[config.mk]
export PLATFORM = sky130hd
export DESIGN_NAME = burst_sequencer_flat
export DESIGN_NICKNAME = d
export VERILOG_FILES = /design/src/common/cbus_pkg.sv /design/src/common/cbus_if.sv /design/src/hw/burst_sequencer.sv /design/src/flat_wrapper.sv
export SDC_FILE = /design/constraint.sdc
export NUM_CORES = 1
export LEC_CHECK = 0
export ABC_AREA = 1
export BUFFER_PORTS_ARGS = -buffer_cell sky130_fd_sc_hd__buf_2
export CAP_MARGIN = 40
export CORE_AREA = 2 2 170 172
export CTS_BUF_LIST = sky130_fd_sc_hd__clkbuf_4 sky130_fd_sc_hd__clkbuf_8 sky130_fd_sc_hd__clkbuf_16
export CTS_CLUSTER_DIAMETER = 60
export DETAILED_ROUTE_END_ITERATION = 10
export DIE_AREA = 0 0 172 174
export SLEW_MARGIN = 20
export SYNTH_ARGS = -nofsm -noshare
export SYNTH_HDL_FRONTEND = slang
export SYNTH_SLANG_ARGS = --single-unit
[constraint.sdc]
create_clock -name clk -period 2.2 [get_ports clk]
set_input_delay 0.11 -clock clk [delete_from_list [all_inputs] [get_ports clk]]
set_output_delay 0.11 -clock clk [all_outputs]
set_load 0.01 [all_outputs]
[src/common/cbus_pkg.sv]
`default_nettype none

package cbus_pkg;

	// ########################################################################
	// Bus widths.
	// ########################################################################

	localparam int ADDR_W = 64;
	localparam int DATA_W = 64;
	localparam int LEN_W = 8; // Beat count minus one.
	localparam int STRB_W = DATA_W / 8;

	typedef enum logic [1:0] {
		BURST_FIXED = 2'b00,
		BURST_INCR = 2'b01,
		BURST_WRAP = 2'b10
	} burst_t;

	typedef enum logic [2:0] {
		MSIZE1 = 3'b000,
		MSIZE2 = 3'b001,
		MSIZE4 = 3'b010,
		MSIZE8 = 3'b011,
		MSIZE16 = 3'b100,
		MSIZE32 = 3'b101,
		MSIZE64 = 3'b110,
		MSIZE128 = 3'b111
	} size_t;

	typedef enum logic [1:0] {
		REGION_RAM,
		REGION_TIMER,
		REGION_STUB,
		REGION_NONE
	} region_t;

	// ########################################################################
	// Address map.
	// ########################################################################

	localparam logic [3:0] RAM_NIBBLE = 4'h8; // 0x8000_0000 .. 0x8FFF_FFFF.
	localparam logic [ADDR_W-1:0] TIMER_ADDR = 64'h3800_bff8;
	localparam logic [ADDR_W-1:0] STUB_ADDR = 64'h4060_0008;

	// Word index of a byte address, wrapped to the array depth.
	function automatic logic [31:0] word_index(input logic [ADDR_W-1:0] addr,
		input int unsigned depth);
		return 32'((addr >> 3) % ADDR_W'(depth));
	endfunction

endpackage

`default_nettype wire

[src/common/cbus_if.sv]
`timescale 1ns/1ns
`default_nettype none

// Decoded request descriptor, decode stage to beat stage.
interface cbus_if #(
	parameter int SRAM_DEPTH = 1024
) ();

	localparam int IDX_W = $clog2(SRAM_DEPTH);

	logic desc_valid;
	logic is_write;
	cbus_pkg::region_t region;
	logic [IDX_W-1:0] base_index; // Word index of the first beat.
	logic [cbus_pkg::LEN_W-1:0] len;
	logic is_fixed;
	logic error; // Request is not performed.
	logic desc_done; // Last beat is on the bus this cycle.

	modport decoder (
		output desc_valid,
		output is_write,
		output region,
		output base_index,
		output len,
		output is_fixed,
		output error,
		input desc_done
	);

	modport sequencer (
		input desc_valid,
		input is_write,
		input region,
		input base_index,
		input len,
		input is_fixed,
		input error,
		output desc_done
	);

endinterface

`default_nettype wire

[src/hw/burst_sequencer.sv]
`timescale 1ns/1ns
`default_nettype none

module burst_sequencer #(
	parameter int ACCESS_LATENCY = 3,
	parameter int SRAM_DEPTH = 1024
) (
	input logic clk,
	input logic reset,

	cbus_if.sequencer bus,

	input logic [cbus_pkg::STRB_W-1:0] req_strobe,
	input logic [cbus_pkg::DATA_W-1:0] req_data,

	output logic [$clog2(SRAM_DEPTH)-1:0] sram_index,
	output logic [cbus_pkg::DATA_W-1:0] sram_wdata,
	output logic [cbus_pkg::DATA_W-1:0] sram_mask,
	output logic sram_wen,
	input logic [cbus_pkg::DATA_W-1:0] sram_rdata,

	input logic [cbus_pkg::DATA_W-1:0] timer_count,

	output logic resp_ready,
	output logic resp_last,
	output logic resp_error,
	output logic [cbus_pkg::DATA_W-1:0] resp_data
);

	localparam int IDX_W = $clog2(SRAM_DEPTH);
	localparam int LAT_W = (ACCESS_LATENCY > 0) ? $clog2(ACCESS_LATENCY + 1) : 1;
	localparam int SUM_W = IDX_W + cbus_pkg::LEN_W + 1;

	typedef enum logic {
		S_WAIT,
		S_BEAT
	} state_t;

	state_t state;
	logic [LAT_W-1:0] lat_cnt;
	logic [cbus_pkg::LEN_W-1:0] beat_num;
	logic [cbus_pkg::LEN_W-1:0] final_beat;
	logic lat_done;
	logic beat;
	logic last;
	logic [SUM_W-1:0] beat_sum;

	// ########################################################################
	// Beat control.
	// ########################################################################

	assign lat_done = (lat_cnt == LAT_W'(ACCESS_LATENCY));
	assign beat = (state == S_BEAT) || (bus.desc_valid && lat_done);
	assign final_beat = (bus.is_fixed || bus.error) ? '0 : bus.len; // Single beat.
	assign last = (beat_num == final_beat);

	always_ff @(posedge clk) begin
		if (reset) begin
			state <= S_WAIT;
			lat_cnt <= '0;
			beat_num <= '0;
		end else if (beat) begin
			lat_cnt <= '0;
			if (last) begin
				state <= S_WAIT;
				beat_num <= '0;
			end else begin
				state <= S_BEAT;
				beat_num <= beat_num + 1'b1;
			end
		end else if (bus.desc_valid) begin
			lat_cnt <= lat_cnt + 1'b1; // Slow memory.
		end
	end

	assign bus.desc_done = beat && last;

	// ########################################################################
	// Storage side.
	// ########################################################################

	assign beat_sum = SUM_W'(bus.base_index) + SUM_W'(beat_num);
	assign sram_index = IDX_W'(beat_sum % SUM_W'(SRAM_DEPTH));
	assign sram_wdata = req_data;
	assign sram_wen = beat && bus.is_write && !bus.error
		&& (bus.region == cbus_pkg::REGION_RAM);

	for (genvar i = 0; i < cbus_pkg::STRB_W; i++) begin : g_mask
		assign sram_mask[i*8 +: 8] = {8{req_strobe[i]}};
	end

	// ########################################################################
	// Response.
	// ########################################################################

	assign resp_ready = beat;
	assign resp_last = beat && last;
	assign resp_error = beat && bus.error;

	always_comb begin
		case (bus.region)
			cbus_pkg::REGION_TIMER: resp_data = timer_count;
			cbus_pkg::REGION_STUB: resp_data = '0;
			default: resp_data = sram_rdata; // Unmapped reads alias the array.
		endcase
		if (bus.error)
			resp_data = '0;
	end

endmodule

`default_nettype wire

[src/flat_wrapper.sv]
// flat-port wrapper written by rule: the top's interface ports become plain ports
module burst_sequencer_flat 
#(
	parameter int ACCESS_LATENCY = 3,
	parameter int SRAM_DEPTH = 1024
)
  (clk, reset, req_strobe, req_data, sram_index, sram_wdata, sram_mask, sram_wen, sram_rdata, timer_count, resp_ready, resp_last, resp_error, resp_data, bus_desc_valid, bus_is_write, bus_region, bus_base_index, bus_len, bus_is_fixed, bus_error, bus_desc_done);
  cbus_if #(.SRAM_DEPTH(SRAM_DEPTH)) bus_i ();
  input logic clk;
  input logic reset;
  input logic [cbus_pkg::STRB_W-1:0] req_strobe;
  input logic [cbus_pkg::DATA_W-1:0] req_data;
  output logic [$clog2(SRAM_DEPTH)-1:0] sram_index;
  output logic [cbus_pkg::DATA_W-1:0] sram_wdata;
  output logic [cbus_pkg::DATA_W-1:0] sram_mask;
  output logic sram_wen;
  input logic [cbus_pkg::DATA_W-1:0] sram_rdata;
  input logic [cbus_pkg::DATA_W-1:0] timer_count;
  output logic resp_ready;
  output logic resp_last;
  output logic resp_error;
  output logic [cbus_pkg::DATA_W-1:0] resp_data;
  input wire logic [$bits(bus_i.desc_valid)-1:0] bus_desc_valid;
  input wire logic [$bits(bus_i.is_write)-1:0] bus_is_write;
  input wire logic [$bits(bus_i.region)-1:0] bus_region;
  input wire logic [$bits(bus_i.base_index)-1:0] bus_base_index;
  input wire logic [$bits(bus_i.len)-1:0] bus_len;
  input wire logic [$bits(bus_i.is_fixed)-1:0] bus_is_fixed;
  input wire logic [$bits(bus_i.error)-1:0] bus_error;
  output wire logic [$bits(bus_i.desc_done)-1:0] bus_desc_done;
  assign bus_i.desc_valid = bus_desc_valid;
  assign bus_i.is_write = bus_is_write;
  assign bus_i.region = bus_region;
  assign bus_i.base_index = bus_base_index;
  assign bus_i.len = bus_len;
  assign bus_i.is_fixed = bus_is_fixed;
  assign bus_i.error = bus_error;
  assign bus_desc_done = bus_i.desc_done;
  burst_sequencer #(.ACCESS_LATENCY(ACCESS_LATENCY), .SRAM_DEPTH(SRAM_DEPTH)) u_core (.clk(clk), .reset(reset), .bus(bus_i), .req_strobe(req_strobe), .req_data(req_data), .sram_index(sram_index), .sram_wdata(sram_wdata), .sram_mask(sram_mask), .sram_wen(sram_wen), .sram_rdata(sram_rdata), .timer_count(timer_count), .resp_ready(resp_ready), .resp_last(resp_last), .resp_error(resp_error), .resp_data(resp_data));
endmodule
# Yosys cells after proc, flatten, opt, wreduce, memory -nomap -nowiden
# Index checks and enable logic that the tools add are counted.
# Widths: inputs -> output; s select.
dict set report classes {
  n_addsub 3
  eq_ne 4
  muxes 5
  reduce_logical 11
}
# operator n
set op_table {}
lappend op_table {{$pmux 64 s2} 1}
lappend op_table {{$mux 64} 1}
lappend op_table {{$mux 8} 2}
lappend op_table {{$add 10x8->10} 1}
lappend op_table {{$add 8x1->8 const B} 1}
lappend op_table {{$eq 8x8->1} 1}
lappend op_table {{$logic_and 1x1->1} 6}
lappend op_table {{$eq 2x2->1 const B} 2}
lappend op_table {{$add 2x1->2 const B} 1}
lappend op_table {{$eq 2x1->1 const B} 1}
lappend op_table {{$logic_not 2->1} 1}
lappend op_table {{$logic_or 1x1->1} 2}
lappend op_table {{$reduce_or 2->1} 1}
lappend op_table {{$logic_not 1->1} 1}
lappend op_table {{$mux 1} 1}
dict set report totals {
  reg_bits 11
  inputBits 226
  out_inout_bits 207
  wordCells 26
}

# Depth between registers and ports, before layout
dict set report depth {
  ltp_word 6
  depth_mapped 10
}

# Worst setup path before layout
# Ideal clock, no wire load.
dict set report synth_timing {
  path_type {reg2out}
  from {register u_core.beat_num[0] in the netlist's numbering}
  to {output port sram_index[8]}
  arrival_time_ns 1.671
  required_time_ns 2.090
  setup_slack_ns 0.419
  path_stages_with_launch 11
  path_cell_list {dfxtp_1 -> ha_1 -> inv_1 -> fa_1 -> o21ai_0 -> nand3_1 -> nand2_1 -> nand3_1 -> nand2_1 -> nand2_1 -> nand2_1}
}
dict set report synth_between {
  elab_chain_cells 1
}
# item line
set synth_lines {}
lappend synth_lines {{start, declared} burst_sequencer.sv:41} ;# logic [cbus_pkg::LEN_W-1:0] beat_num;
lappend synth_lines {{start signal, assigned} burst_sequencer.sv:69} ;# beat_num <= beat_num + 1'b1;
lappend synth_lines {{$add 10x8->10} burst_sequencer.sv:82} ;# assign beat_sum = SUM_W'(bus.base_index) + SUM_W'(beat_num);
lappend synth_lines {{end, declared} flat_wrapper.sv:13} ;# output logic [$clog2(SRAM_DEPTH)-1:0] sram_index;
# Every way passes these cells.

# Worst setup path in the final report
# Same ends and word-level chain as after synthesis.

==> results.json <==
{
  "grt_busiest_layer": "met2",
  "grt_pass1_vias": 3143,
  "finalHoldViolCount": 0,
  "drt-wirelength-per-cell_um": 10.7,
  "wirelength_um": 10600,
  "intPower_mw": 0.717,
  "hold_end": "u_core.state",
  "final_common_cell": "buf_2",
  "drive_gt1_share_pct": 42.4,
  "grt_overflow": 0,
  "place_congestion": 0.752,
  "worstHoldPathType": "primary input to flip-flop",
  "nNetsFinal": 849,
  "fin_skew_ps": 2.94,
  "die_h_um": 174,
  "setup-tns-final_ps": 0,
  "crit_type": "flip-flop to output pin",
  "cp.required_ps": 2090,
  "drv_cap": 0,
  "worstReg2RegStart": "u_core.lat_cnt[0]",
  "syn_nets": 759,
  "critPathTopFamily": "adder cells",
  "gr-usage-met3_pct": 1.84,
  "met2_usage_pct": 10.4,
  "rr_worst_depth": 8,
  "crit_path_end_kind": "output pin",
  "cts_buffers": 3,
  "coreArea_um2": 28200,
  "drt_iter0_drc": 167,
  "route.vias.total": 3499,
  "antenna_found_initial": 3,
  "syn_to_final_growth_pct": 25.1,
  "synth_cells": 520,
  "crit_fanout": 2,
  "cts.reportedPaths.clkPinSlew_ps": 40,
  "power_frac_seq_pct": 18.1,
  "initial_core_util_pct": 10.9,
  "grt_pass1_wl_um": 15900,
  "slew_headroom_pct": 51.7,
  "slowest_delay_ps": 360,
  "leakage_nw": 1.99,
  "yosys.area.top_type": "buf_4",
  "met1_usage_pct": 8.19,
  "final.min_clock_period_ps": 2030,
  "max_freq_mhz": 492,
  "via_per_inst": 3.52,
  "cp.arrival_ps": 1920,
  "pwr_density_cell_nw_per_um2": 298,
  "fin_crit_sh_pct": 92.5,
  "cts_tree": "built",
  "report.final.slew_viol_count": 0,
  "layout.cells.non_filler": 994,
  "io_pins": 433,
  "final_cell_mix": "232 x buf_2, 111 x nand2_1, 86 x nand3_1, 72 x a21oi_1, 28 x inv_1",
  "setup_slack_ps": 166,
  "insertion_delay_ps": 240,
  "cts.htree.levels": 1,
  "start_kind": "flip-flop",
  "status": "finished clean",
  "core.rowCount": 62,
  "drtPass1Iterations": 4,
  "ys.warnings.count": 0,
  "reg2reg_slack_ps": 700,
  "yosysSeqAreaShare_pct": 7.17,
  "worstHoldPathCells": 2,
  "async_flop_share_pct": 0,
  "cts_hold_buf": 0,
  "ir_worst_vdd_v": 0.000187,
  "ys_ff_latch": 11,
  "place_inst": 988,
  "io_buffers": 232,
  "rsz0062_at_grt": "true",
  "clockBufferDepth": 2,
  "worst_pin_slew_ps": 724,
  "dieArea_um2": 29900,
  "synth-edff-count": 0,
  "clockPowerShare_pct": 30.1,
  "switching_power_mw": 0.428,
  "drc": 0,
  "die_w_um": 172,
  "dpl.hpwl_um": 8860,
  "switching_share_pct": 37.4,
  "preCtsSetupSlack_ps": 93.2,
  "ys_types": 25,
  "pwr-share-comb_pct": 51.8,
  "crit_buf_inv": 2,
  "synth.area.top_cells": "buf_4 32%, nand3_1 14%, nand2_1 14%, a21oi_1 12%, dfxtp_1 7.2%",
  "grt_usage_pct": 6.57,
  "crit_path_frequent_cell": "nand2_1",
  "grt_max_degree": 66,
  "finalSetupViolCount": 0,
  "cts_sinks": 11,
  "yosys.area.top_type_share_pct": 31.5,
  "netlist_area_um2": 3070,
  "crit_slowest_cell": "fa_2",
  "synth_top_flop_cell": "dfxtp_1",
  "syn_area_per_cell_um2": 5.90,
  "crit_chain": "ha_1 -> inv_1 -> fa_2 -> o21ai_2 -> nand3_1 -> nand2_2 -> nand3_1 -> nand2_1 -> nand2_1 -> nand2_1 -> buf_2",
  "min_from": "reset",
  "final_antenna_net_count": 0,
  "reg2reg_to": "u_core.beat_num[2]",
  "cts_root_buf": "clkbuf_16"
}
==> layer usage <==
layer  vias up  routed length (um)
met1      1520                4310
met3        56                1020
met4         4                 401
met5         -                  31
met2       176                4830
li1       1743                   -
==> logic make-up after synthesis <==
kind of cell	synth area share, %
and+or+nand+nor	31.4
buffers and inverters	38.8
AOI/OAI and AO/OA	13.0
xor gates and xnor gates	3.71
adders and majority gates	5.54
DFF	7.17
muxes	0.326
==> worst max-delay path by stage <==
stage,start,end,cells past startpoint,slack [ps]
after floorplan,u_core.beat_num[0],sram_index[8],10,420
after detailed placement,u_core.beat_num[0],sram_index[8],11,90
after global routing,u_core.beat_num[0],sram_index[8],11,-20
after CTS,u_core.beat_num[0],sram_index[8],11,8
final,u_core.beat_num[0],sram_index[8],11,170
after global placement,u_core.beat_num[0],sram_index[8],11,90
==> state kept, by name, summed over array words and instances (netlist names) <==
name	cells
u_core.beat_num	8
u_core.state	1
u_core.lat_cnt	2
==> power by group through the flow <==
stage	clock network, mW	registers, mW	logic [mW]
floorplan	0	0.211	0.537
global placement	0	0.211	0.584
detailed placement	0	0.211	0.592
CTS	0.354	0.207	0.595
global route	0.359	0.208	0.661
finish	0.345	0.208	0.593
==> synthesized netlist by cell type, drive strengths merged (3+ instances only) <==
cell type,number
buf,143
nand2,112
nand3,87
a21oi,73
inv,29
nor2,18
clkbuf,14
ha,12
dfxtp,11
xor2,10
o21ai,3
xnor2,3
==> worst register-to-register path: stages (launching register included) <==
cell and delay (ps):
dfxtp_1 310, ha_1 230, a21oi_4 250, inv_1 190, nand2_1 110, xor2_1 150, nor2_1 50, nand2_1 60
inv_1 40
==> what timing repair did <==
| action | CTS | global route |
|---|---|---|
| endpoints found under the hold margin | 0 | 0 |
| endpoints found under the setup margin | 2 | 4 |
| pin swaps | 0 | 1 |
| buffers inserted | 0 | 1 |
| resized for setup | 2 | 3 |
==> stage by stage <==
step	cell area (um^2)	util (%)	hold slack (ps)	total power [mW]
after floorplan	3070	-	182	0.748
after global placement	3740	13.2	220	0.795
after detailed placement	3740	13.2	220	0.803
after CTS	3820	13.5	159	1.16
after global routing	3840	13.6	171	1.23
final	3840	13.6	160	1.15
==> area by class of cell <==
type,count,area [um^2]
sequential,11,221
inverter,29,109
antenna,1,2.50
multi-input combinational,323,1670
clock buffer,4,82.6
tap,384,480
timing repair buffer,242,1270
fill,3317,24400
Power figures use the tool's default switching activity.
