### src/common/cbus_pkg.sv
`default_nettype none

package cbus_pkg;

	// ########################################################################
	// Bus widths.
	// ########################################################################

	localparam int ADDR_W = 64;
	localparam int DATA_W = 64;
	localparam int LEN_W = 8; // Beat count minus one.
	localparam int STRB_W = DATA_W / 8;

	typedef enum logic [1:0] {
		BURST_FIXED = 2'b00,
		BURST_INCR = 2'b01,
		BURST_WRAP = 2'b10
	} burst_t;

	typedef enum logic [2:0] {
		MSIZE1 = 3'b000,
		MSIZE2 = 3'b001,
		MSIZE4 = 3'b010,
		MSIZE8 = 3'b011,
		MSIZE16 = 3'b100,
		MSIZE32 = 3'b101,
		MSIZE64 = 3'b110,
		MSIZE128 = 3'b111
	} size_t;

	typedef enum logic [1:0] {
		REGION_RAM,
		REGION_TIMER,
		REGION_STUB,
		REGION_NONE
	} region_t;

	// ########################################################################
	// Address map.
	// ########################################################################

	localparam logic [3:0] RAM_NIBBLE = 4'h8; // 0x8000_0000 .. 0x8FFF_FFFF.
	localparam logic [ADDR_W-1:0] TIMER_ADDR = 64'h3800_bff8;
	localparam logic [ADDR_W-1:0] STUB_ADDR = 64'h4060_0008;

	// Word index of a byte address, wrapped to the array depth.
	function automatic logic [31:0] word_index(input logic [ADDR_W-1:0] addr,
		input int unsigned depth);
		return 32'((addr >> 3) % ADDR_W'(depth));
	endfunction

endpackage

`default_nettype wire

### src/hw/mmio_timer.sv
`timescale 1ns/1ns
`default_nettype none

// Free-running tick count, one tick per TIMER_DIV clocks.
module mmio_timer #(
	parameter int TIMER_DIV = 10
) (
	input logic clk,
	input logic reset,

	output logic [cbus_pkg::DATA_W-1:0] count
);

	localparam int PRE_W = (TIMER_DIV > 1) ? $clog2(TIMER_DIV) : 1;

	logic [PRE_W-1:0] prescale;
	logic wrap;

	assign wrap = (prescale == PRE_W'(TIMER_DIV - 1));

	// ########################################################################
	// Prescaler and count.
	// ########################################################################

	always_ff @(posedge clk) begin
		if (reset) begin
			prescale <= '0;
		end else if (wrap) begin
			prescale <= '0;
		end else begin
			prescale <= prescale + 1'b1;
		end
	end

	always_ff @(posedge clk) begin
		if (reset)
			count <= '0;
		else if (wrap)
			count <= count + 1'b1;
	end

endmodule

`default_nettype wire

### config.mk
export PLATFORM = sky130hd
export DESIGN_NAME = mmio_timer
export DESIGN_NICKNAME = d
export VERILOG_FILES = /design/src/common/cbus_pkg.sv /design/src/hw/mmio_timer.sv
export SDC_FILE = /design/constraint.sdc
export NUM_CORES = 1
export LEC_CHECK = 0
export BUFFER_PORTS_ARGS = -buffer_cell sky130_fd_sc_hd__buf_2
export CAP_MARGIN = 25
export CORE_ASPECT_RATIO = 1.4
export CORE_MARGIN = 5
export CORE_UTILIZATION = 55
export DETAILED_ROUTE_END_ITERATION = 8
export PLACE_DENSITY = 0.84
export SYNTH_ARGS = -nofsm -noshare
export SYNTH_HDL_FRONTEND = slang
export SYNTH_SLANG_ARGS = --single-unit
export TNS_END_PERCENT = 30
### constraint.sdc
create_clock -name clk -period 3 [get_ports clk]
set_clock_uncertainty 0.05 [all_clocks]
set_input_delay 0.45 -clock clk [delete_from_list [all_inputs] [get_ports clk]]
set_output_delay 0.45 -clock clk [all_outputs]
set_load 0.05 [all_outputs]
After elaboration in Yosys (flattened, before gate mapping):

Index checks and enable logic that the tools add are counted.
W data, S select, Z words.

* word-level logic and storage cells: 6
* bits in registers: 68
* output and inout bits: 64
* input bits: 2

* $add $sub $neg: 2
* equality and inequality tests: 1
* reduce and logical (&&, ||, !) cells: 1

Operator list (number)
* $add A64 B1 Y64 const B: 1
* $add A4 B1 Y4 const B: 1
* $eq A4 B4 Y1 const B: 1
* $reduce_or A2 Y1: 1

Longest topological paths before layout:

Gate-level depths: netlist of the first run.

* word-level depth: 2
* gate-level depth with buffers: 11
* gate-level depth less buffers: 7

Worst setup path before layout of the first run:

OpenSTA, ideal clock, no wires.

* path type: reg-to-reg
* from: register count[18] (netlist bit)
* to: register count[56] (netlist bit)
* buffers on the path: 2
* period minus slack after synthesis: 2.623 ns
* slack: 0.377 ns
* cell stages (with the launch flop): 8
* library setup time: 0.132 ns
* arrival time: 2.441 ns
* data required time: 2.818 ns
* path through: dfxtp_1 > nand3_1 > or4_1 > or4_1 > buf_2 > buf_6 > o41ai_1 > a21oi_1

* cells in the longest elaborated chain, start to end: 1

Ends and longest elaborated chain
* start, declared: line mmio_timer.sv:11 `output logic [cbus_pkg::DATA_W-1:0] count`
* start signal, assigned: line mmio_timer.sv:39 `count <= count + 1'b1;`
* $add A64 B1 Y64: line mmio_timer.sv:39

No other way between the ends.
A chain may end at the register's enable or synchronous reset.

Worst setup path after layout of the first run:

* from: register count[8] (netlist bit)
* to: register count[54] (netlist bit)

Same word-level chain as after synthesis.

==> results of run 1 <==
## power by group through the flow
stage	logic, mW	clock network [mW]	registers (mW)
after floorplan	0.0214	0	0.930
after global placement	0.0259	0	0.930
after detailed placement	0.0266	0	0.930
after CTS	0.0264	0.790	0.909
after global routing	0.0324	0.834	0.909
final	0.0297	0.780	0.910
## through the flow
| stage | total power, mW | hold slack [ps] | util [%] | cells |
|---|---|---|---|---|
| floorplan | 0.9509 | 413.6 | - | 406 |
| detailed placement | 0.9568 | 433.2 | 63.17 | 533 |
| finish | 1.719 | 297.5 | 66.97 | 550 |
| CTS | 1.725 | 442.8 | 66.62 | 549 |
| global placement | 0.9557 | 412.8 | 63.17 | 533 |
| global route | 1.776 | 297.0 | 66.97 | 550 |
## worst reg2reg max path: cells and delay by family, from the launching register on
family,cells,cell delay (ps)
AND/OR/NAND/NOR,3,1190
AO/OA/AOI/OAI,2,500
flip-flops,1,430
buffers and inverters,1,230
## cell families (layout without fill, tap and decap cells)
kind of cell	after synthesis	in the layout	synth area share, %
muxes	1	1	0.3421
and+or+nand+nor	208	208	33.87
adders and majority gates	3	3	1.140
buffers and inverters	25	99	3.116
DFF	68	68	41.35
AOI/OAI and AO/OA	72	72	12.47
xor gates and xnor gates	29	29	7.716
## registers in the layout, indices dropped and copies added, names as in the netlist
| signal | cells |
|---|---|
| count | 64 |
| prescale | 4 |
## layer usage
metal / GRT usage, % / routed length, um
met1: 27.93 / 3501
met2: 37.33 / 4188
met3: 6.554 / 569
met4: 9.287 / 150
met5: 0 / 0
## final cells by class
type / instances / share of cell area (%)
Tap cell: 70 / 2.231
Inverter: 7 / 0.6692
Clock buffer: 12 / 3.952
Timing Repair Buffer: 76 / 10.71
Multi-Input combinational cell: 313 / 46.56
Clock inverter: 4 / 1.211
Sequential cell: 68 / 34.67
## worst paths after layout
kind | endpoint | depth (start not counted) | startpoint
max reg2reg | count[54]$_SDFFE_PP0P_ | 6 | count[8]$_SDFFE_PP0P_
min | count[48]$_SDFFE_PP0P_ | 2 | reset
min reg2reg | count[63]$_SDFFE_PP0P_ | 2 | count[63]$_SDFFE_PP0P_
max | count[54]$_SDFFE_PP0P_ | 6 | count[8]$_SDFFE_PP0P_
## synthesized netlist by cell type, drive strengths merged (4+ instances only)
| library cell | n |
|---|---|
| or4 | 9 |
| nand3b | 4 |
| a21oi | 36 |
| and3 | 7 |
| o31ai | 8 |
| nand3 | 25 |
| o21ai | 20 |
| nand4 | 23 |
| xor2 | 16 |
| xnor2 | 13 |
| inv | 7 |
| nand2 | 35 |
| clkbuf | 15 |
| and2 | 7 |
| dfxtp | 68 |
| nor3 | 12 |
| o41ai | 6 |
| nor2 | 44 |
| nand4b | 4 |
| or3 | 20 |
| nor4 | 9 |
==> results.ini, run 1 <==
[floorplan]
dieArea_um2=7655
die_y_um=101.5
initial_core_util_pct=56.15
io_pins=66
fp-row-count=33
core_um2=5863
die_w_um=75.39

[global_routing]
grt_max_degree=62
grt_util_all_layers_pct=22.90
antenna_found_initial=0
grt_pass1_wl_mm=13.80
first_global_vias=3037
overflow=0

[yosys]
synth_top_flop_cell=dfxtp_1
syn-num-nets=411
synth_top_area_share_pct=41.35
yosysTopAreaCell=dfxtp_1
syn_area_um2=3292
synth_seq_cells=68
synthArstFlopShare_pct=0
synthCells=406
yosysSeqAreaShare_pct=41.35
synth_area_leaders=dfxtp_1 (41%), a21oi_1 (5.5%), nor2_1 (5.0%)
yosysWarnings=0
syn_avg_cell_area_um2=8.108
synth.distinct_cells=36
synth_edf_count=0

[cells_and_area]
syn_to_final_growth_pct=19.27
postLayoutCellArea_um2=3926
num-nets-final=480
drive_gt1_share_pct=20.21
seqCellArea_um2=1361
final_common_cell=dfxtp_1
multi_input_comb_area_um2=1828
final_cell_mix=dfxtp_1 (68), buf_2 (65), nor2_1 (44)
antenna_cells=0
fill_cells=505

[cts]
post_cts_resized=0
cts-hold-fix-buffers=0
numCtsBuffers=9
cts-root-buf=clkbuf_8
clk_latency_ps=360
cts_setup_buffers=0
clkSinkCount=68
path_clk_slew_ps=70
cts_tree=yes
ctsLongestPathBuffers=2
htreeDepth=3

[place]
placed_cell_area_um2=3704
place_ws_ps=469.7
gp_congestion=0.8880
io_buffers=65
dp_hpwl_mm=5.812

[setup_path]
end_kind=register
crit_fanout=26
worstSetupStartpointType=register
crit_type=reg2reg
crit_buf_inv=1
r2r_slack_ps=480
slowest_stage=or4_1
critPathTopFamily=simple AND/OR/NAND/NOR gates
crit_required_ps=3170
cpPeakStageDelay_ps=520
path_cells=nand4_1 > or3_1 > or4_1 > buf_4 > o41ai_1 > a21oi_1
crit_arrival_ps=2690

[worst_hold_path]
min_path_type=in2reg

[sta]
relSlewSlack_pct=61.29
period_minus_slack_ps=2517
final-setup-viol-count=0
hold_viol_final=0
slew_violations=0
rsz0062_at_grt=no
fin_crit_sh_pct=83.90
tns_ps=0
max_freq_mhz=397.3
finalWorstSetupSlack_ps=482.9
worstMarginPinSlew_ps=575.4

[drt]
ant_nets=0
avgViaCountPerCell=6.038
wirelength_mm=8.409
dr.pass1.iters=5
drc=0
drt_iter0_markers=260
vias=3321
wl_per_cell_um=15.29

[outcome]
outcome=completed

[pwr]
p_comb_share_pct=1.7
p_switching_uw=376.6
seqPwrFrac_pct=52.9
clock_power_share_pct=45.4
sw_frac_of_total_pct=21.91
p_leak_nw=1.439
cellPowerDensity_nw_per_um2=437.8
intPower_mw=1.342
ir_worst_vdd_mv=0.3301

[job]
drv_cap=0

(Power assumes the default switching activity.)
==> run 2, diff against run 1 <==
--- a/config.mk
+++ b/config.mk
@@ -9,9 +9,9 @@
 export CAP_MARGIN = 25
 export CORE_ASPECT_RATIO = 1.4
 export CORE_MARGIN = 5
-export CORE_UTILIZATION = 55
+export CORE_UTILIZATION = 49
 export DETAILED_ROUTE_END_ITERATION = 8
-export PLACE_DENSITY = 0.84
+export PLACE_DENSITY = 0.79
 export SYNTH_ARGS = -nofsm -noshare
 export SYNTH_HDL_FRONTEND = slang
 export SYNTH_SLANG_ARGS = --single-unit
==> constraint.sdc (replaced) <==
create_clock -name clk -period 2.2 [get_ports clk]
set_clock_uncertainty 0.05 [all_clocks]
set_input_delay 0.33 -clock clk [delete_from_list [all_inputs] [get_ports clk]]
set_output_delay 0.33 -clock clk [all_outputs]
set_load 0.05 [all_outputs]
==> run 2 against run 1 <==
The flow now finishes with violations (setup timing). Final cell count up 6.2%. Count of clock-buffer cells in the layout up 4. Sequential cell count unchanged. Global-route usage down 0.34 points. First-iteration DRC count down 20%. Wire length up 11%. Critical path depth unchanged. Highest routed layer unchanged.
==> results.ini, run 2 (same netlist as run 1, synthesis figures left out) <==
[worst_hold_path]
min_to=prescale[3]$_SDFF_PP0_  ; was count[48]$_SDFFE_PP0P_
hold_depth=2  ; unchanged
min_path_type=in2reg  ; unchanged
worstHoldStart=reset  ; unchanged

[sta]
tns_ps=-9.341  ; was 0 ps
finalWorstSetupSlack_ps=-9.341  ; was 482.9 ps
rsz0062_at_grt=yes  ; was no
slew_violations=0  ; unchanged
worstMarginPinSlew_ps=499.0  ; was 575.4 ps
period_minus_slack_ps=2209  ; was 2517 ps
max_freq_mhz=452.6  ; was 397.3 MHz
hold_viol_final=0  ; unchanged
fin_crit_sh_pct=100.4  ; was 83.90%
final-setup-viol-count=1  ; was 0
relSlewSlack_pct=66.73  ; was 61.29%

[pwr]
p_leak_nw=1.633  ; was 1.439 nW
clock_power_share_pct=44.6  ; was 45.4%
p_switching_uw=487.9  ; was 376.6 uW
p_comb_share_pct=2.0  ; was 1.7%
intPower_mw=1.795  ; was 1.342 mW
seqPwrFrac_pct=53.4  ; was 52.9%
ir_worst_vdd_mv=0.4161  ; was 0.3301 mV
cellPowerDensity_nw_per_um2=524.9  ; was 437.8 nW/um2
sw_frac_of_total_pct=21.37  ; was 21.91%
power_mw=2.283  ; was 1.719 mW

[drt]
vias=3454  ; was 3,321
dr.pass1.iters=4  ; was 5
avgViaCountPerCell=5.914  ; was 6.038
drc=0  ; unchanged
wl_per_cell_um=15.94  ; was 15.29 um
ant_nets=0  ; unchanged
drt_iter0_markers=208  ; was 260
wirelength_mm=9.310  ; was 8.409 mm

[global_routing]
first_global_vias=3308  ; was 3,037
grt_util_all_layers_pct=22.56  ; was 22.90%
overflow=0  ; unchanged
antenna_found_initial=0  ; unchanged
grt_pass1_wl_mm=15.30  ; was 13.80 mm
grt_max_degree=27  ; was 62

[outcome]
outcome=finished, violations left  ; was completed
failed_checks=setup timing

[cells_and_area]
num-nets-final=510  ; was 480
regMostFlops=count  ; unchanged
syn_to_final_growth_pct=32.12  ; was 19.27%
final_cell_mix=buf_2 (65), nor2_1 (44), buf_4 (40)  ; was dfxtp_1 (68), buf_2 (65), nor2_1 (44)
reg_top3=count (64), prescale (4)  ; unchanged
drive_gt1_share_pct=34.31  ; was 20.21%
postLayoutCellArea_um2=4349  ; was 3926 um2
largest_register_ffs=64  ; unchanged
stdcell_count=584  ; was 550
antenna_cells=0  ; unchanged
final_common_cell=buf_2  ; was dfxtp_1

[floorplan]
die_y_um=107.0  ; was 101.5 um
initial_core_util_pct=50.11  ; was 56.15%
core_um2=6569  ; was 5863 um2
dieArea_um2=8480  ; was 7655 um2
io_pins=66  ; unchanged
fp-row-count=35  ; was 33
die_w_um=79.27  ; was 75.39 um

[place]
gp_congestion=0.8865  ; was 0.8880
dp.cells=567  ; was 533
io_buffers=65  ; unchanged
dp_hpwl_mm=6.630  ; was 5.812 mm
placed_cell_area_um2=4044  ; was 3704 um2

[cts]
cts_tree=yes  ; unchanged
cts-hold-fix-buffers=0  ; unchanged
clk_latency_ps=340  ; was 360 ps
clkSinkCount=68  ; unchanged
cts-root-buf=clkbuf_8  ; unchanged
numCtsBuffers=9  ; unchanged
htreeDepth=3  ; unchanged
ctsLongestPathBuffers=2  ; unchanged
path_clk_slew_ps=70  ; about the same

[setup_path]
rr_endpoint=count[56]$_SDFFE_PP0P_  ; was count[54]$_SDFFE_PP0P_
worstSetupStartpointType=register  ; unchanged
crit_fanout=26  ; unchanged
end_kind=register  ; unchanged
rr_startpoint=count[20]$_SDFFE_PP0P_  ; was count[8]$_SDFFE_PP0P_
crit_arrival_ps=2370  ; was 2690 ps
crit_required_ps=2360  ; was 3170 ps
startpoint=count[20]$_SDFFE_PP0P_  ; was count[8]$_SDFFE_PP0P_
r2r_slack_ps=-9  ; was 480 ps
reg2reg_depth=6  ; unchanged
crit_type=reg2reg  ; unchanged

[job]
drv_cap=0  ; unchanged

[run 2: changes by cell type in the layout (fill, tap and decap cells not counted), moves of 16 or more]
cell | before | now
dfxtp_1 | 68 | 35
dfxtp_4 | 0 | 17
buf_4 | 10 | 40
dfxtp_2 | 0 | 16
[run 2: metal layers]
metal	GRT usage (%)	share of wire (%)	vias to the layer above
li1	-	-	1679
met3	5.630	4.8	24
met1	25.62	41	1640
met2	39.34	51	111
met5	0	0	-
met4	10.07	2.8	0
[run 2: cell type report]
cell class / instances / area [um2]
fill: 552 / 2220
multi-input combinational: 313 / 1939
sequential: 68 / 1445
timing repair buffer: 106 / 645.6
clock buffer: 16 / 200.2
tap: 74 / 92.59
inverter: 7 / 26.28
[run 2: how the worst max path moves through the flow]
stage | end | slack (ps) | cells past startpoint
detailed placement | count[59]$_SDFFE_PP0P_ | -30 | 7
finish | count[56]$_SDFFE_PP0P_ | -9 | 6
global placement | count[56]$_SDFFE_PP0P_ | 40 | 6
floorplan | count[48]$_SDFFE_PP0P_ | -90 | 7
global route | count[54]$_SDFFE_PP0P_ | -90 | 6
CTS | count[32]$_SDFFE_PP0P_ | -1 | 6
[run 2: power groups by stage]
stage	sequential, mW	combinational, mW	clock, mW
after floorplan	1.25	0.0292	0
after global placement	1.25	0.0398	0
after detailed placement	1.25	0.0411	0
after CTS	1.22	0.0422	1.04
after global routing	1.22	0.0510	1.11
final	1.22	0.0456	1.02
[run 2: repair_timing]
item | CTS | global route
pin swaps | 1 | 8
gates resized for setup | 6 | 13
setup buffers | 0 | 1
endpoints found under the setup margin | 18 | 21
[run 2: worst max-delay path, cell delays in order, from the launching register on]
cell	delay [ps]
dfxtp_4	370
nand3_4	90
or4_4	500
or4_4	440
buf_12	170
o41ai_2	330
a21oi_1	110
[run 2: through the flow]
step / hold WS, ps / utilization [%] / setup slack, ps
6_report: 385.7 / 66.21 / -9.341
3_3_place_gp: 414.4 / 61.56 / 36.49
2_1_floorplan: 413.0 / - / -88.32
5_1_grt: 408.9 / 66.21 / -88.19
3_5_place_dp: 430.5 / 61.56 / -28.32
4_1_cts: 365.2 / 65.01 / -1.113
