==> config.mk <==
export PLATFORM = sky130hd
export DESIGN_NAME = cbus_decoder_flat
export DESIGN_NICKNAME = d
export VERILOG_FILES = /design/src/common/cbus_pkg.sv /design/src/common/cbus_if.sv /design/src/hw/cbus_decoder.sv /design/src/flat_wrapper.sv
export SDC_FILE = /design/constraint.sdc
export NUM_CORES = 1
export LEC_CHECK = 0
export ABC_AREA = 0
export CAP_MARGIN = 10
export CORE_MARGIN = 2
export CORE_UTILIZATION = 59
export CTS_BUF_LIST = sky130_fd_sc_hd__clkbuf_16
export DETAILED_ROUTE_END_ITERATION = 6
export DONT_BUFFER_PORTS = 1
export PLACE_DENSITY = 0.84
export SETUP_SLACK_MARGIN = 0.3
export SKIP_CTS_REPAIR_TIMING = 1
export SYNTH_ARGS = -nofsm -noshare
export SYNTH_HDL_FRONTEND = slang
export SYNTH_SLANG_ARGS = --single-unit
==> constraint.sdc <==
create_clock -name clk -period 3.3 [get_ports clk]
set_clock_uncertainty 0.1 [all_clocks]
set_input_delay 0.495 -clock clk [delete_from_list [all_inputs] [get_ports clk]]
set_output_delay 0.495 -clock clk [all_outputs]
set_load 0.05 [all_outputs]
==> src/common/cbus_pkg.sv <==
`default_nettype none

package cbus_pkg;

	// ########################################################################
	// Bus widths.
	// ########################################################################

	localparam int ADDR_W = 64;
	localparam int DATA_W = 64;
	localparam int LEN_W = 8; // Beat count minus one.
	localparam int STRB_W = DATA_W / 8;

	typedef enum logic [1:0] {
		BURST_FIXED = 2'b00,
		BURST_INCR = 2'b01,
		BURST_WRAP = 2'b10
	} burst_t;

	typedef enum logic [2:0] {
		MSIZE1 = 3'b000,
		MSIZE2 = 3'b001,
		MSIZE4 = 3'b010,
		MSIZE8 = 3'b011,
		MSIZE16 = 3'b100,
		MSIZE32 = 3'b101,
		MSIZE64 = 3'b110,
		MSIZE128 = 3'b111
	} size_t;

	typedef enum logic [1:0] {
		REGION_RAM,
		REGION_TIMER,
		REGION_STUB,
		REGION_NONE
	} region_t;

	// ########################################################################
	// Address map.
	// ########################################################################

	localparam logic [3:0] RAM_NIBBLE = 4'h8; // 0x8000_0000 .. 0x8FFF_FFFF.
	localparam logic [ADDR_W-1:0] TIMER_ADDR = 64'h3800_bff8;
	localparam logic [ADDR_W-1:0] STUB_ADDR = 64'h4060_0008;

	// Word index of a byte address, wrapped to the array depth.
	function automatic logic [31:0] word_index(input logic [ADDR_W-1:0] addr,
		input int unsigned depth);
		return 32'((addr >> 3) % ADDR_W'(depth));
	endfunction

endpackage

`default_nettype wire

==> src/common/cbus_if.sv <==
`timescale 1ns/1ns
`default_nettype none

// Decoded request descriptor, decode stage to beat stage.
interface cbus_if #(
	parameter int SRAM_DEPTH = 1024
) ();

	localparam int IDX_W = $clog2(SRAM_DEPTH);

	logic desc_valid;
	logic is_write;
	cbus_pkg::region_t region;
	logic [IDX_W-1:0] base_index; // Word index of the first beat.
	logic [cbus_pkg::LEN_W-1:0] len;
	logic is_fixed;
	logic error; // Request is not performed.
	logic desc_done; // Last beat is on the bus this cycle.

	modport decoder (
		output desc_valid,
		output is_write,
		output region,
		output base_index,
		output len,
		output is_fixed,
		output error,
		input desc_done
	);

	modport sequencer (
		input desc_valid,
		input is_write,
		input region,
		input base_index,
		input len,
		input is_fixed,
		input error,
		output desc_done
	);

endinterface

`default_nettype wire

==> src/hw/cbus_decoder.sv <==
`timescale 1ns/1ns
`default_nettype none

module cbus_decoder #(
	parameter int SRAM_DEPTH = 1024
) (
	input logic clk,
	input logic reset,

	input logic req_valid,
	input logic req_is_write,
	input logic [cbus_pkg::ADDR_W-1:0] req_addr,
	input cbus_pkg::size_t req_size,
	input cbus_pkg::burst_t req_burst,
	input logic [cbus_pkg::LEN_W-1:0] req_len,

	cbus_if.decoder bus
);

	localparam int IDX_W = $clog2(SRAM_DEPTH);

	cbus_pkg::region_t region;
	logic legal;
	logic holdoff; // Blocks the cycle after desc_done.
	logic capture;

	// ########################################################################
	// Region and legality.
	// ########################################################################

	always_comb begin
		if (req_addr == cbus_pkg::TIMER_ADDR)
			region = cbus_pkg::REGION_TIMER;
		else if (req_addr == cbus_pkg::STUB_ADDR)
			region = cbus_pkg::REGION_STUB;
		else if (req_addr[cbus_pkg::ADDR_W-1:32] == '0
			&& req_addr[31:28] == cbus_pkg::RAM_NIBBLE)
			region = cbus_pkg::REGION_RAM;
		else
			region = cbus_pkg::REGION_NONE;
	end

	// FIXED at any size, INCR only with full words.
	assign legal = (req_burst == cbus_pkg::BURST_FIXED)
		|| (req_burst == cbus_pkg::BURST_INCR && req_size == cbus_pkg::MSIZE8);

	assign capture = req_valid && !bus.desc_valid && !holdoff;

	// ########################################################################
	// Descriptor register.
	// ########################################################################

	always_ff @(posedge clk) begin
		if (reset) begin
			bus.desc_valid <= 1'b0;
			holdoff <= 1'b0;
		end else begin
			holdoff <= bus.desc_valid && bus.desc_done;
			if (bus.desc_valid && bus.desc_done)
				bus.desc_valid <= 1'b0;
			else if (capture)
				bus.desc_valid <= 1'b1;
		end
	end

	always_ff @(posedge clk) begin
		if (capture) begin
			bus.is_write <= req_is_write;
			bus.region <= region;
			bus.base_index <= IDX_W'(cbus_pkg::word_index(req_addr, SRAM_DEPTH));
			bus.len <= req_len;
			bus.is_fixed <= (req_burst == cbus_pkg::BURST_FIXED);
			bus.error <= !legal;
		end
	end

endmodule

`default_nettype wire

==> src/flat_wrapper.sv <==
// flat-port wrapper written by rule: the top's interface ports become plain ports
module cbus_decoder_flat 
#(
	parameter int SRAM_DEPTH = 1024
)
  (clk, reset, req_valid, req_is_write, req_addr, req_size, req_burst, req_len, bus_desc_valid, bus_is_write, bus_region, bus_base_index, bus_len, bus_is_fixed, bus_error, bus_desc_done);
  cbus_if #(.SRAM_DEPTH(SRAM_DEPTH)) bus_i ();
  input logic clk;
  input logic reset;
  input logic req_valid;
  input logic req_is_write;
  input logic [cbus_pkg::ADDR_W-1:0] req_addr;
  input cbus_pkg::size_t req_size;
  input cbus_pkg::burst_t req_burst;
  input logic [cbus_pkg::LEN_W-1:0] req_len;
  output wire logic [$bits(bus_i.desc_valid)-1:0] bus_desc_valid;
  output wire logic [$bits(bus_i.is_write)-1:0] bus_is_write;
  output wire logic [$bits(bus_i.region)-1:0] bus_region;
  output wire logic [$bits(bus_i.base_index)-1:0] bus_base_index;
  output wire logic [$bits(bus_i.len)-1:0] bus_len;
  output wire logic [$bits(bus_i.is_fixed)-1:0] bus_is_fixed;
  output wire logic [$bits(bus_i.error)-1:0] bus_error;
  input wire logic [$bits(bus_i.desc_done)-1:0] bus_desc_done;
  assign bus_desc_valid = bus_i.desc_valid;
  assign bus_is_write = bus_i.is_write;
  assign bus_region = bus_i.region;
  assign bus_base_index = bus_i.base_index;
  assign bus_len = bus_i.len;
  assign bus_is_fixed = bus_i.is_fixed;
  assign bus_error = bus_i.error;
  assign bus_i.desc_done = bus_desc_done;
  cbus_decoder #(.SRAM_DEPTH(SRAM_DEPTH)) u_core (.clk(clk), .reset(reset), .req_valid(req_valid), .req_is_write(req_is_write), .req_addr(req_addr), .req_size(req_size), .req_burst(req_burst), .req_len(req_len), .bus(bus_i));
endmodule
## Word level (Yosys, flattened, before mapping)

Index checks and enable logic that the tools add are counted.
Widths: inputs -> output; s select.

| storage, ports and cells | value |
|---|---|
| latch bits | 0 |
| logic and storage cells | 27 |
| memories | 0 |
| output and inout port bits | 24 |
| RAM bits | 0 |
| ROM bits | 0 |
| register bits after elaboration | 25 |

| cells by class | value |
|---|---|
| shifts and indexed selects | 0 |
| reduce and logical (&&, ||, !) cells | 12 |
| equality and inequality tests | 5 |
| add/subtract/negate cells | 0 |
| div/mod/pow operators | 0 |
| $lt $le $gt $ge | 0 |
| bitwise operators | 0 |
| multipliers | 0 |
| mux-type cells | 2 |

Operator list:

| cell | number |
|---|---|
| $eq 64x30->1 const B | 1 |
| $eq 64x31->1 const B | 1 |
| $logic_not 32->1 | 1 |
| $logic_and 1x1->1 | 5 |
| $eq 4x4->1 const B | 1 |
| $mux 2 | 2 |
| $eq 3x2->1 const B | 1 |
| $logic_not 1->1 | 3 |
| $eq 2x1->1 const B | 1 |
| $logic_not 2->1 | 1 |
| $reduce_or 2->1 | 1 |
| $logic_or 1x1->1 | 1 |

## Logic depth before layout (Yosys ltp)

Gate-level depths: netlist of the first run.

| depth | value |
|---|---|
| depth after elaboration | 4 |
| depth in mapped cells | 4 |
| mapped depth without buffers | 4 |

## Worst setup path before layout of the first run

OpenSTA, ideal clock, no wires.

| path | value |
|---|---|
| path kind | reg-to-reg |
| from | register u_core.bus.desc_valid |
| to | register u_core.bus.base_index[0] (enable) |
| stages on the path, launching flop included | 2 |
| library setup time | 0.439 ns |
| arrival | 2.364 ns |
| path buffers | 0 |
| period minus slack after synthesis | 2.903 ns |
| setup slack | 0.397 ns |
| cell sequence | dfxtp_1 > nor3b_1 |

| on the way | value |
|---|---|
| longest elaborated chain between the ends | 3 |

RTL lines:

| element | line | RTL |
|---|---|---|
| start: declaration | cbus_if.sv:21 | `output desc_valid,` |
| start signal: assignment | cbus_decoder.sv:55 | `bus.desc_valid <= 1'b0;` |
| start signal: assignment | cbus_decoder.sv:60 | `bus.desc_valid <= 1'b0;` |
| start signal: assignment | cbus_decoder.sv:62 | `bus.desc_valid <= 1'b1;` |
| $logic_not 1->1 | cbus_decoder.sv:47 | `assign capture = req_valid && !bus.desc_valid && !holdoff;` |
| $logic_and 1x1->1 (2 in a row) | cbus_decoder.sv:47 |  |
| named net u_core.capture | cbus_decoder.sv:25 | `logic capture;` |
| end signal: assignment | cbus_decoder.sv:70 | `bus.base_index <= IDX_W'(cbus_pkg::word_index(req_addr, SRAM_DEPTH));` |
| end: declaration | cbus_if.sv:24 | `output base_index,` |

The timed path passes the listed nets, and every way through them passes these cells.
A chain may end at the register's enable or synchronous reset.

## Worst setup path after layout of the first run

| path | value |
|---|---|
| from | register u_core.bus.desc_valid |
| to | output port bus_desc_valid |

RTL lines:

| element | line | RTL |
|---|---|---|
| end: declaration | flat_wrapper.sv:16 | `output wire logic [$bits(bus_i.desc_valid)-1:0] bus_desc_valid;` |

No word-level cell between the ends.

==> results of run 1 <==
==> synth_stat cells <==
cell / number
nand2_1: 5
nand4b_1: 2
nor2_1: 8
inv_1: 1
edfxtp_1: 23
nor3b_1: 2
nand4_1: 6
or4_1: 1
nand2b_1: 1
nor4_1: 14
a21oi_1: 1
nand3b_1: 1
dfxtp_1: 2
o21ai_0: 2
o21ai_1: 1
==> final cells by class <==
type | instances | area [µm²]
fillers | 112 | 448
flip-flops and latches | 25 | 731
clock buffers | 3 | 75.1
clock inverters | 1 | 3.75
inverters | 1 | 3.75
multi-input cells | 44 | 253
well taps | 16 | 20.0
repair buffers | 1 | 7.51
==> per-layer routing <==
metal / vias up / part of all wire, % / track usage (%)
li1: 298 / - / -
met1: 326 / 34 / 24.6
met2: 62 / 54 / 33.6
met3: 2 / 11 / 8.40
met4: 0 / 1.2 / 10.0
met5: - / 0 / 0
==> worst paths after layout <==
path / start / end / slack (ps) / cells after the start
max: u_core.bus.desc_valid / bus_desc_valid / 1770 / 0
min: reset / u_core.bus.desc_valid / 210 / 1
max reg2reg: u_core.bus.desc_valid / u_core.bus.len[0] / 1810 / 2
min reg2reg: u_core.bus.desc_valid / u_core.holdoff / 630 / 2
==> per-stage QoR <==
stage               cell area (µm²)  util (%)  total power (µW)  hold WS (ps)  instances
CTS                            1090      70.9               715           207         91
detailed placement             1010      65.8               468           471         87
floorplan                       982         -               461           467         70
global placement               1010      65.8               466           468         87
finish                         1090      70.9               711           209         91
global route                   1090      70.9               731           210         91
==> cell families after synthesis <==
kind of cell / count (synthesis) / synth area share (%)
DFF: 25 / 74.4
and+or+nand+nor: 40 / 23.2
AOI/OAI and AO/OA: 4 / 2.04
buffers and inverters: 1 / 0.382
==> registers in the layout, summed over array words and instances, names as in the netlist <==
| signal | flops |
|---|---|
| u_core.bus.is_fixed | 1 |
| u_core.bus.base_index | 10 |
| u_core.bus.len | 8 |
| u_core.bus.region | 2 |
| u_core.bus.desc_valid | 1 |
| u_core.holdoff | 1 |
| u_core.bus.error | 1 |
| u_core.bus.is_write | 1 |
==> where the power goes <==
group | internal (µW) | switching, µW
combinational | 8.21 | 12.8
sequential | 371 | 68.5
clock | 161 | 88.7
total | 541 | 170
==> results.sh, run 1 <==
export IMPL_synth_area_top_cells="edfxtp_1, nor4_1, dfxtp_1, nand4_1, nor2_1"
export IMPL_vdd_ir_drop_worst_v=0.000516
export IMPL_routed_via_count=688
export IMPL_ctsRootBufferMaster="clkbuf_16"
export IMPL_report_final_slew_viol_count=0
export IMPL_leakagePower_uw=0.000327
export IMPL_num_rows=14
export IMPL_post_synth_inst_count=70
export IMPL_vias_per_cell=7.56
export IMPL_initial_utilization_pct=63.7
export IMPL_dr_first_iter_drc_count=20
export IMPL_final_min_period_over_clock_period_pct=46.5
export IMPL_synth_cell_area_um2=982
export IMPL_timing_critical_path_fanout_max=4
export IMPL_cts_buffers=3
export IMPL_tightest_slew_ps=585
export IMPL_placement_io_buffers=0
export IMPL_count_of_clock_tree_sinks=25
export IMPL_global_route_wire_length_before_repair_um=2870
export IMPL_core_area_um2=1540
export IMPL_synth_yosys_warnings=0
export IMPL_status="completed"
export IMPL_synth_largest_area_cell="edfxtp_1"
export IMPL_synth_top_cell_area_share_pct=70.3
export IMPL_die_area_um2=2010
export IMPL_setup_tns_final_ps=0
export IMPL_rsz_0062_raised_after_global_routing="false"
export IMPL_crit_required_ps=2700
export IMPL_grt_start_max_net_pins=25
export IMPL_cts_root_to_sink_buffers=2
export IMPL_net_count_after_synthesis=152
export IMPL_synth_sequential_area_ratio_pct=74.4
export IMPL_layout_commonest_cell="edfxtp_1"
export IMPL_timing_critical_path_from_type="flip-flop"
export IMPL_drt_drc_violations_left=0
export IMPL_layout_area_overhead_vs_synth_pct=11.3
export IMPL_globalRoute_totalOverflow=0
export IMPL_insertedDiodeCount=0
export IMPL_hold_class="input port to flip-flop"
export IMPL_synthDistinctLibCells=15
export IMPL_fin_crit_period_ps=1530
export IMPL_nets=158
export IMPL_synth_seq_cells=25
export IMPL_hold_violations=0
export IMPL_worst_setup_path_type="flip-flop to output pin"
export IMPL_max_slew_margin_pct=60.9
export IMPL_antenna_found_initial=0
export IMPL_critical_path_endpoint_type="output pin"
export IMPL_detailed_place_hpwl_um=1760
export IMPL_cts_tree="yes"
export IMPL_cap_viol_max_count=0
export IMPL_insertion_delay_ps=250
export IMPL_grt_pass1_vias=622
export IMPL_gpl_final_weighted_congestion=0.681
export IMPL_die_height_um=44.8
export IMPL_dp_slack_ps=1550
export IMPL_final_layout_size_suffix_gt1_share_pct=6.67
export IMPL_pin_count=106
export IMPL_post_detailed_route_wirelength_per_cell_um=22.6
export IMPL_h_tree_lvl_count=1
export IMPL_wl_um=2060
export IMPL_ant_nets=0
export IMPL_layout_cells_most_common_list="edfxtp_1, nor4_1, nor2_1"
export IMPL_setup_violations_final=0
export IMPL_achievable_frequency_ghz=0.652
export IMPL_final_setup_worst_slack_ps=1770
export IMPL_synthesis_area_per_instance_um2=14.0
export IMPL_worst_ep_arrival_time_ps=940
export IMPL_pwr_density_cell_nw_per_um2=650
export IMPL_drt_first_pass_iters=4
export IMPL_grt_usage_pct=20.9
export IMPL_die_width_um=44.8
export IMPL_clk_transition_reported_paths_ps=50
No activity file was read; power rests on OpenSTA's default activity.
==> run 2: changes to the inputs <==
Settings changed: ABC_AREA 0 to 1, CORE_UTILIZATION 59 to 60, PLACE_DENSITY 0.84 to 0.85.
Clock period 3.3 ns to 1.45 ns, I/O delays scaled along.
==> results.sh, run 2 <==
export IMPL_post_route_util_pct=86.0
export IMPL_timing_critical_path_fanout_max=1
export IMPL_report_final_slew_viol_count=0
export IMPL_worst_r2r_path_depth=2
export IMPL_worst_setup_path_type="flip-flop to output pin"
export IMPL_hold_class="input port to flip-flop"
export IMPL_layout_cells_most_common_list="nor2_1, nand2_1, edfxtp_1"
export IMPL_whs_ps=-4.88
export IMPL_globalRoute_totalOverflow=0
export IMPL_vdd_ir_drop_worst_v=0.000927
export IMPL_initial_utilization_pct=65.2
export IMPL_pwr_density_cell_nw_per_um2=1190
export IMPL_synth_seq_cells=25
export IMPL_launching_point_of_the_worst_reg2reg_path="u_core.bus.desc_valid"
export IMPL_clk_transition_reported_paths_ps=70
export IMPL_timing_critical_path_from_type="flip-flop"
export IMPL_yosys_cell_count_top_type="nor2_1"
export IMPL_layout_commonest_cell="nor2_1"
export IMPL_crit_required_ps=1130
export IMPL_ctsRootBufferMaster="clkbuf_16"
export IMPL_grt_start_max_net_pins=21
export IMPL_status="complete, but fails checks"
export IMPL_placement_io_buffers=0
export IMPL_die_width_um=47.8
export IMPL_num_rows=15
export IMPL_tightest_slew_ps=508
export IMPL_layout_area_overhead_vs_synth_pct=32.0
export IMPL_drt_drc_violations_left=0
export IMPL_grt_usage_pct=22.1
export IMPL_setup_violations_final=0
export IMPL_antenna_found_initial=0
export IMPL_h_tree_lvl_count=1
export IMPL_insertedDiodeCount=0
export IMPL_synth_largest_area_cell="edfxtp_1"
export IMPL_cts_root_to_sink_buffers=2
export IMPL_core_area_um2=1760
export IMPL_net_count_after_synthesis=211
export IMPL_critical_path_endpoint_type="output pin"
export IMPL_sequentialPowerShare_pct=56.5
export IMPL_gpl_final_weighted_congestion=0.716
export IMPL_min_delay_endpoint="u_core.holdoff"
export IMPL_cap_viol_max_count=0
export IMPL_drt_first_pass_iters=4
export IMPL_count_of_clock_tree_sinks=25
export IMPL_leakagePower_uw=0.000564
export IMPL_largestRegisters="u_core.bus.base_index (10), u_core.bus.len (8), u_core.bus.region (2)"
export IMPL_switching_power_uw=492
export IMPL_synth_sequential_area_ratio_pct=63.5
export IMPL_wl_um=3350
export IMPL_setup_tns_final_ps=0
export IMPL_largest_register_ff_count=10
export IMPL_violations="hold timing"
export IMPL_pwr_share_clk_pct=34.0
export IMPL_routed_via_count=1057
export IMPL_synthDistinctLibCells=11
export IMPL_synthesis_area_per_instance_um2=8.91
export IMPL_synth_top_cell_area_share_pct=60.1
export IMPL_global_route_wire_length_before_repair_um=3340
export IMPL_final_min_period_over_clock_period_pct=86.0
export IMPL_rsz_0062_raised_after_global_routing="true"
export IMPL_crit_reg2reg_capture="u_core.bus.is_write"
export IMPL_final_layout_size_suffix_gt1_share_pct=7.05
export IMPL_synth_edf_count=23
export IMPL_max_slew_margin_pct=65.8
export IMPL_die_area_um2=2280
export IMPL_cts_tree="yes"
export IMPL_pin_count=106
export IMPL_power_report_internal_total_uw=1310
export IMPL_achievable_frequency_ghz=0.802
export IMPL_ant_nets=0
export IMPL_dr_first_iter_drc_count=54
export IMPL_post_detailed_route_wirelength_per_cell_um=18.5
export IMPL_fin_crit_period_ps=1250
export IMPL_cts_buffers=3
export IMPL_hold_violations=1
export IMPL_report_power_total_uw=1800
export IMPL_netlist_top_cells_count="nor2_1, nand2_1, edfxtp_1"
export IMPL_vias_per_cell=5.84
export IMPL_insertion_delay_ps=260
export IMPL_hold_start="bus_desc_done"
export IMPL_worst_r2r_setup_slack_ps=200
export IMPL_synth_cell_area_um2=1150
export IMPL_asyncSetResetFlopFracSynth_pct=0
export IMPL_worstHoldPathCells=2
export IMPL_combinationalPowerShare_pct=9.4
export IMPL_post_synth_inst_count=129
export IMPL_detailed_place_hpwl_um=1910
export IMPL_synth_area_top_cells="edfxtp_1, nor2_1, nand2_1, dfxtp_1, inv_1"
export IMPL_registers_top_by_ff_count="u_core.bus.base_index"
export IMPL_nets=239
export IMPL_power_switching_share_pct=27.3
export IMPL_worst_ep_arrival_time_ps=930
export IMPL_synth_yosys_warnings=0
export IMPL_synth_flop_cell="edfxtp_1"
export IMPL_grt_pass1_vias=821
export IMPL_die_height_um=47.8
run 2: power groups by stage:
stage | Combinational [µW] | Sequential (µW) | Clock, µW
finish | 170 | 1020 | 614
global route | 185 | 1030 | 650
CTS | 115 | 1020 | 609
detailed placement | 114 | 1030 | 0
global placement | 108 | 1030 | 0
floorplan | 68.5 | 1040 | 0
run 2: worst max path at each step:
stage / from / end / slack (ps) / cells past startpoint
2_1_floorplan: u_core.bus.desc_valid / u_core.bus.base_index[0] / -140 / 1
3_3_place_gp: u_core.bus.desc_valid / u_core.bus.base_index[4] / 310 / 2
3_5_place_dp: u_core.holdoff / u_core.bus.base_index[3] / 280 / 2
4_1_cts: u_core.bus.base_index[0] / bus_base_index[0] / 220 / 0
5_1_grt: u_core.bus.desc_valid / u_core.bus.len[6] / 190 / 2
6_report: u_core.bus.base_index[0] / bus_base_index[0] / 200 / 0
run 2: stage by stage:
step | instances | instance area (µm²) | setup WS [ps] | hold slack, ps
after floorplan | 129 | 1160 | -144 | 178
after global placement | 157 | 1230 | 312 | 179
after detailed placement | 157 | 1230 | 279 | 182
after CTS | 161 | 1310 | 216 | -88.7
after global routing | 181 | 1520 | 190 | -0.474
final | 181 | 1520 | 203 | -4.88
run 2: layout make-up:
class                   instances  area [µm²]
well taps                      25        31.3
clock buffers                   3        75.1
inverters                      10        37.5
clock inverters                 1        7.51
multi-input cells              94         388
fillers                        96         246
repair buffers                 23         243
flip-flops and latches         25         736
run 2: logic make-up (layout without fill, tap and decap cells):
| kind of cell | Yosys count | count (layout) | share of synthesized area, % |
|---|---|---|---|
| AOI/OAI and AO/OA | 3 | 3 | 1.41 |
| and+or+nand+nor | 91 | 91 | 31.8 |
| DFF | 25 | 25 | 63.5 |
| buffers and inverters | 10 | 37 | 3.26 |
run 2: per-layer routing:
metal | wire length (µm) | GRT usage (%) | part of all wire, %
met4 | 124 | 13.5 | 3.7
met1 | 1090 | 21.8 | 33
met2 | 1830 | 41.6 | 55
met3 | 296 | 4.53 | 8.8
met5 | 0 | 0 | 0
==> run 3: changes to the inputs <==
Settings changed: CORE_UTILIZATION 60 to 54, PLACE_DENSITY 0.85 to 0.81.
Clock period 1.45 ns to 1.1 ns, I/O delays scaled along.
==> results.sh, run 3 <==
export IMPL_yosys_cell_count_top_type="nor2_1"
export IMPL_status="aborted with a tool error"
export IMPL_worst_path_end_type="sequential cell input"
export IMPL_initial_utilization_pct=58.0
export IMPL_asyncSetResetFlopFracSynth_pct=0
export IMPL_net_count_after_synthesis=211
export IMPL_ctsRootBufferMaster="clkbuf_16"
export IMPL_cts_root_to_sink_buffers=2
export IMPL_h_tree_lvl_count=1
export IMPL_antenna_found_initial=0
export IMPL_globalroute_repair_timing_worst_endpoint="u_core.bus.desc_valid$_SDFFE_PP0P_/D"
export IMPL_post_synth_inst_count=129
export IMPL_dp_slack_ps=-84.9
export IMPL_placement_io_buffers=0
export IMPL_grt_start_max_net_pins=25
export IMPL_placedCellCount=181
export IMPL_synth_seq_cells=25
export IMPL_die_height_um=50.1
export IMPL_synth_cell_area_um2=1150
export IMPL_count_of_clock_tree_sinks=25
export IMPL_detailed_place_hpwl_um=2020
export IMPL_synth_edf_count=23
export IMPL_synth_largest_area_cell="edfxtp_1"
export IMPL_error="[ERROR DPL-0033] detailed placement checks failed during check placement."
export IMPL_synth_area_top_cells="edfxtp_1, nor2_1, nand2_1, dfxtp_1, inv_1"
export IMPL_synthDistinctLibCells=11
export IMPL_synth_top_cell_area_share_pct=60.1
export IMPL_flow_stopped_at="global routing (5_1_grt)"
export IMPL_die_width_um=50.1
export IMPL_cts_buffers=3
export IMPL_gpl_final_weighted_congestion=0.703
export IMPL_pin_count=106
export IMPL_synth_sequential_area_ratio_pct=63.5
export IMPL_netlist_top_cells_count="nor2_1, nand2_1, edfxtp_1"
export IMPL_num_rows=16
export IMPL_synthesis_area_per_instance_um2=8.91
export IMPL_synth_yosys_warnings=0
export IMPL_synth_flop_cell="edfxtp_1"
export IMPL_placedInstanceArea_um2=1420
## run 3: cell counts after synthesis
No cell type changed its count.
## run 3: cells by family after synthesis
kind of cell | count (synthesis) | synth area share [%]
compound gates | 3 | 1.41
flops | 25 | 63.5
buf+inv | 10 | 3.26
simple gates | 91 | 31.8
## run 3: stage by stage
stage	utilization (%)	hold WS, ps
2_1_floorplan	-	125
3_3_place_gp	71.7	126
3_5_place_dp	71.7	135
4_1_cts	75.7	-127
==> run 4: changes to the inputs <==
Settings changed: CORE_AREA from default to 2 2 63 65, CORE_MARGIN 2 to default, CORE_UTILIZATION 54 to default, CTS_BUF_LIST sky130_fd_sc_hd__clkbuf_16 to default, DIE_AREA from default to 0 0 65 67, PLACE_DENSITY 0.81 to default, PLACE_DENSITY_LB_ADDON from default to 0.15, SETUP_SLACK_MARGIN 0.3 to default.
Clock period 1.1 ns to 1.4 ns, I/O delays scaled along.
==> results.sh, run 4 (synthesis gave the netlist of run 2 again) <==
export IMPL_detailed_place_hpwl_um=2110
export IMPL_placement_io_buffers=0
export IMPL_cts_root_to_sink_buffers=2
export IMPL_drt_drc_violations_left=0
export IMPL_layout_commonest_cell="nor2_1"
export IMPL_cts_tree="yes"
export IMPL_final_min_period_over_clock_period_pct=87.9
export IMPL_hold_violations=0
export IMPL_largest_register_ff_count=10
export IMPL_ant_nets=0
export IMPL_core_area_um2=3610
export IMPL_grt_start_max_net_pins=20
export IMPL_layout_area_overhead_vs_synth_pct=31.3
export IMPL_pwr_density_cell_nw_per_um2=1080
export IMPL_clk_transition_reported_paths_ps=80
export IMPL_leakagePower_uw=0.000552
export IMPL_pin_count=106
export IMPL_setup_violations_final=0
export IMPL_worst_ep_arrival_time_ps=920
export IMPL_launching_point_of_the_worst_reg2reg_path="u_core.bus.desc_valid"
export IMPL_layout_cells_most_common_list="nor2_1, nand2_1, edfxtp_1"
export IMPL_die_width_um=65
export IMPL_nets=240
export IMPL_antenna_found_initial=0
export IMPL_rsz_0062_raised_after_global_routing="false"
export IMPL_critical_path_endpoint_type="output pin"
export IMPL_post_route_util_pct=41.9
export IMPL_status="completed"
export IMPL_globalRoute_totalOverflow=0
export IMPL_fin_crit_period_ps=1230
export IMPL_report_final_slew_viol_count=0
export IMPL_grt_usage_pct=10.3
export IMPL_tightest_slew_ps=489
export IMPL_count_of_clock_tree_sinks=25
export IMPL_crit_required_ps=1090
export IMPL_ctsRootBufferMaster="clkbuf_8"
export IMPL_grt_pass1_vias=746
export IMPL_registers_top_by_ff_count="u_core.bus.base_index"
export IMPL_h_tree_lvl_count=1
export IMPL_vdd_ir_drop_worst_v=0.000435
export IMPL_worst_setup_path_type="flip-flop to output pin"
export IMPL_hold_class="input port to flip-flop"
export IMPL_insertedDiodeCount=0
export IMPL_final_layout_size_suffix_gt1_share_pct=5.73
export IMPL_drt_first_pass_iters=2
export IMPL_max_slew_margin_pct=67.5
export IMPL_vias_per_cell=4.54
export IMPL_timing_critical_path_from_type="flip-flop"
export IMPL_post_detailed_route_wirelength_per_cell_um=12.4
export IMPL_insertion_delay_ps=260
export IMPL_critical_path_startpoint="u_core.bus.region[1]"
export IMPL_cts_buffers=3
export IMPL_achievable_frequency_ghz=0.813
export IMPL_dr_first_iter_drc_count=53
export IMPL_setup_tns_final_ps=0
export IMPL_global_route_wire_length_before_repair_um=3290
export IMPL_cap_viol_max_count=0
export IMPL_report_power_total_uw=1630
export IMPL_timing_critical_path_fanout_max=1
export IMPL_gpl_final_weighted_congestion=0.651
export IMPL_num_rows=22
export IMPL_initial_utilization_pct=31.9
export IMPL_die_area_um2=4360
export IMPL_routed_via_count=930
export IMPL_wl_um=2540
export IMPL_whs_ps=42.7
export IMPL_largestRegisters="u_core.bus.base_index (10), u_core.bus.len (8), u_core.bus.region (2)"
export IMPL_hold_start="req_burst[0]"
export IMPL_die_height_um=67
## run 4: stage by stage
stage | cell area, µm² | cells | setup WS, ps
after floorplan | 1160 | 129 | -194
after global routing | 1510 | 205 | 142
after CTS | 1300 | 184 | 156
after global placement | 1250 | 180 | 254
after detailed placement | 1250 | 180 | 230
final | 1510 | 205 | 170
## run 4: routing by layer
metal  vias to the layer above  track usage [%]  part of all wire [%]  wire [µm]
met5                         -                0                     0          0
met4                         0             5.59                   1.1         27
met3                         2             3.72                   8.0        202
met2                        61             20.5                    57       1440
met1                       399             8.63                    34        864
li1                        468                -                     -          -
## run 4: where the power goes
part,switching (µW),internal (µW)
registers,172,880
logic,77.1,87.4
clock network,207,203
total,456,1170
## run 4: area by class of cell
class                           count  area, µm²
Sequential cell                    25        734
Clock buffer                        4       45.0
Tap cell                           48       60.1
Timing Repair Buffer               24        245
Inverter                           10       37.5
Fill cell                         374       2100
Multi-Input combinational cell     94        388
## run 4: path summary, 6_finish.rpt
path | endpoint | slack (ps) | cells after the start
worst max-delay path | bus_region[1] | 170 | 0
worst min-delay path | u_core.bus.is_fixed | 40 | 1
worst max register to register | u_core.bus.len[3] | 230 | 2
worst min register to register | u_core.holdoff | 610 | 3
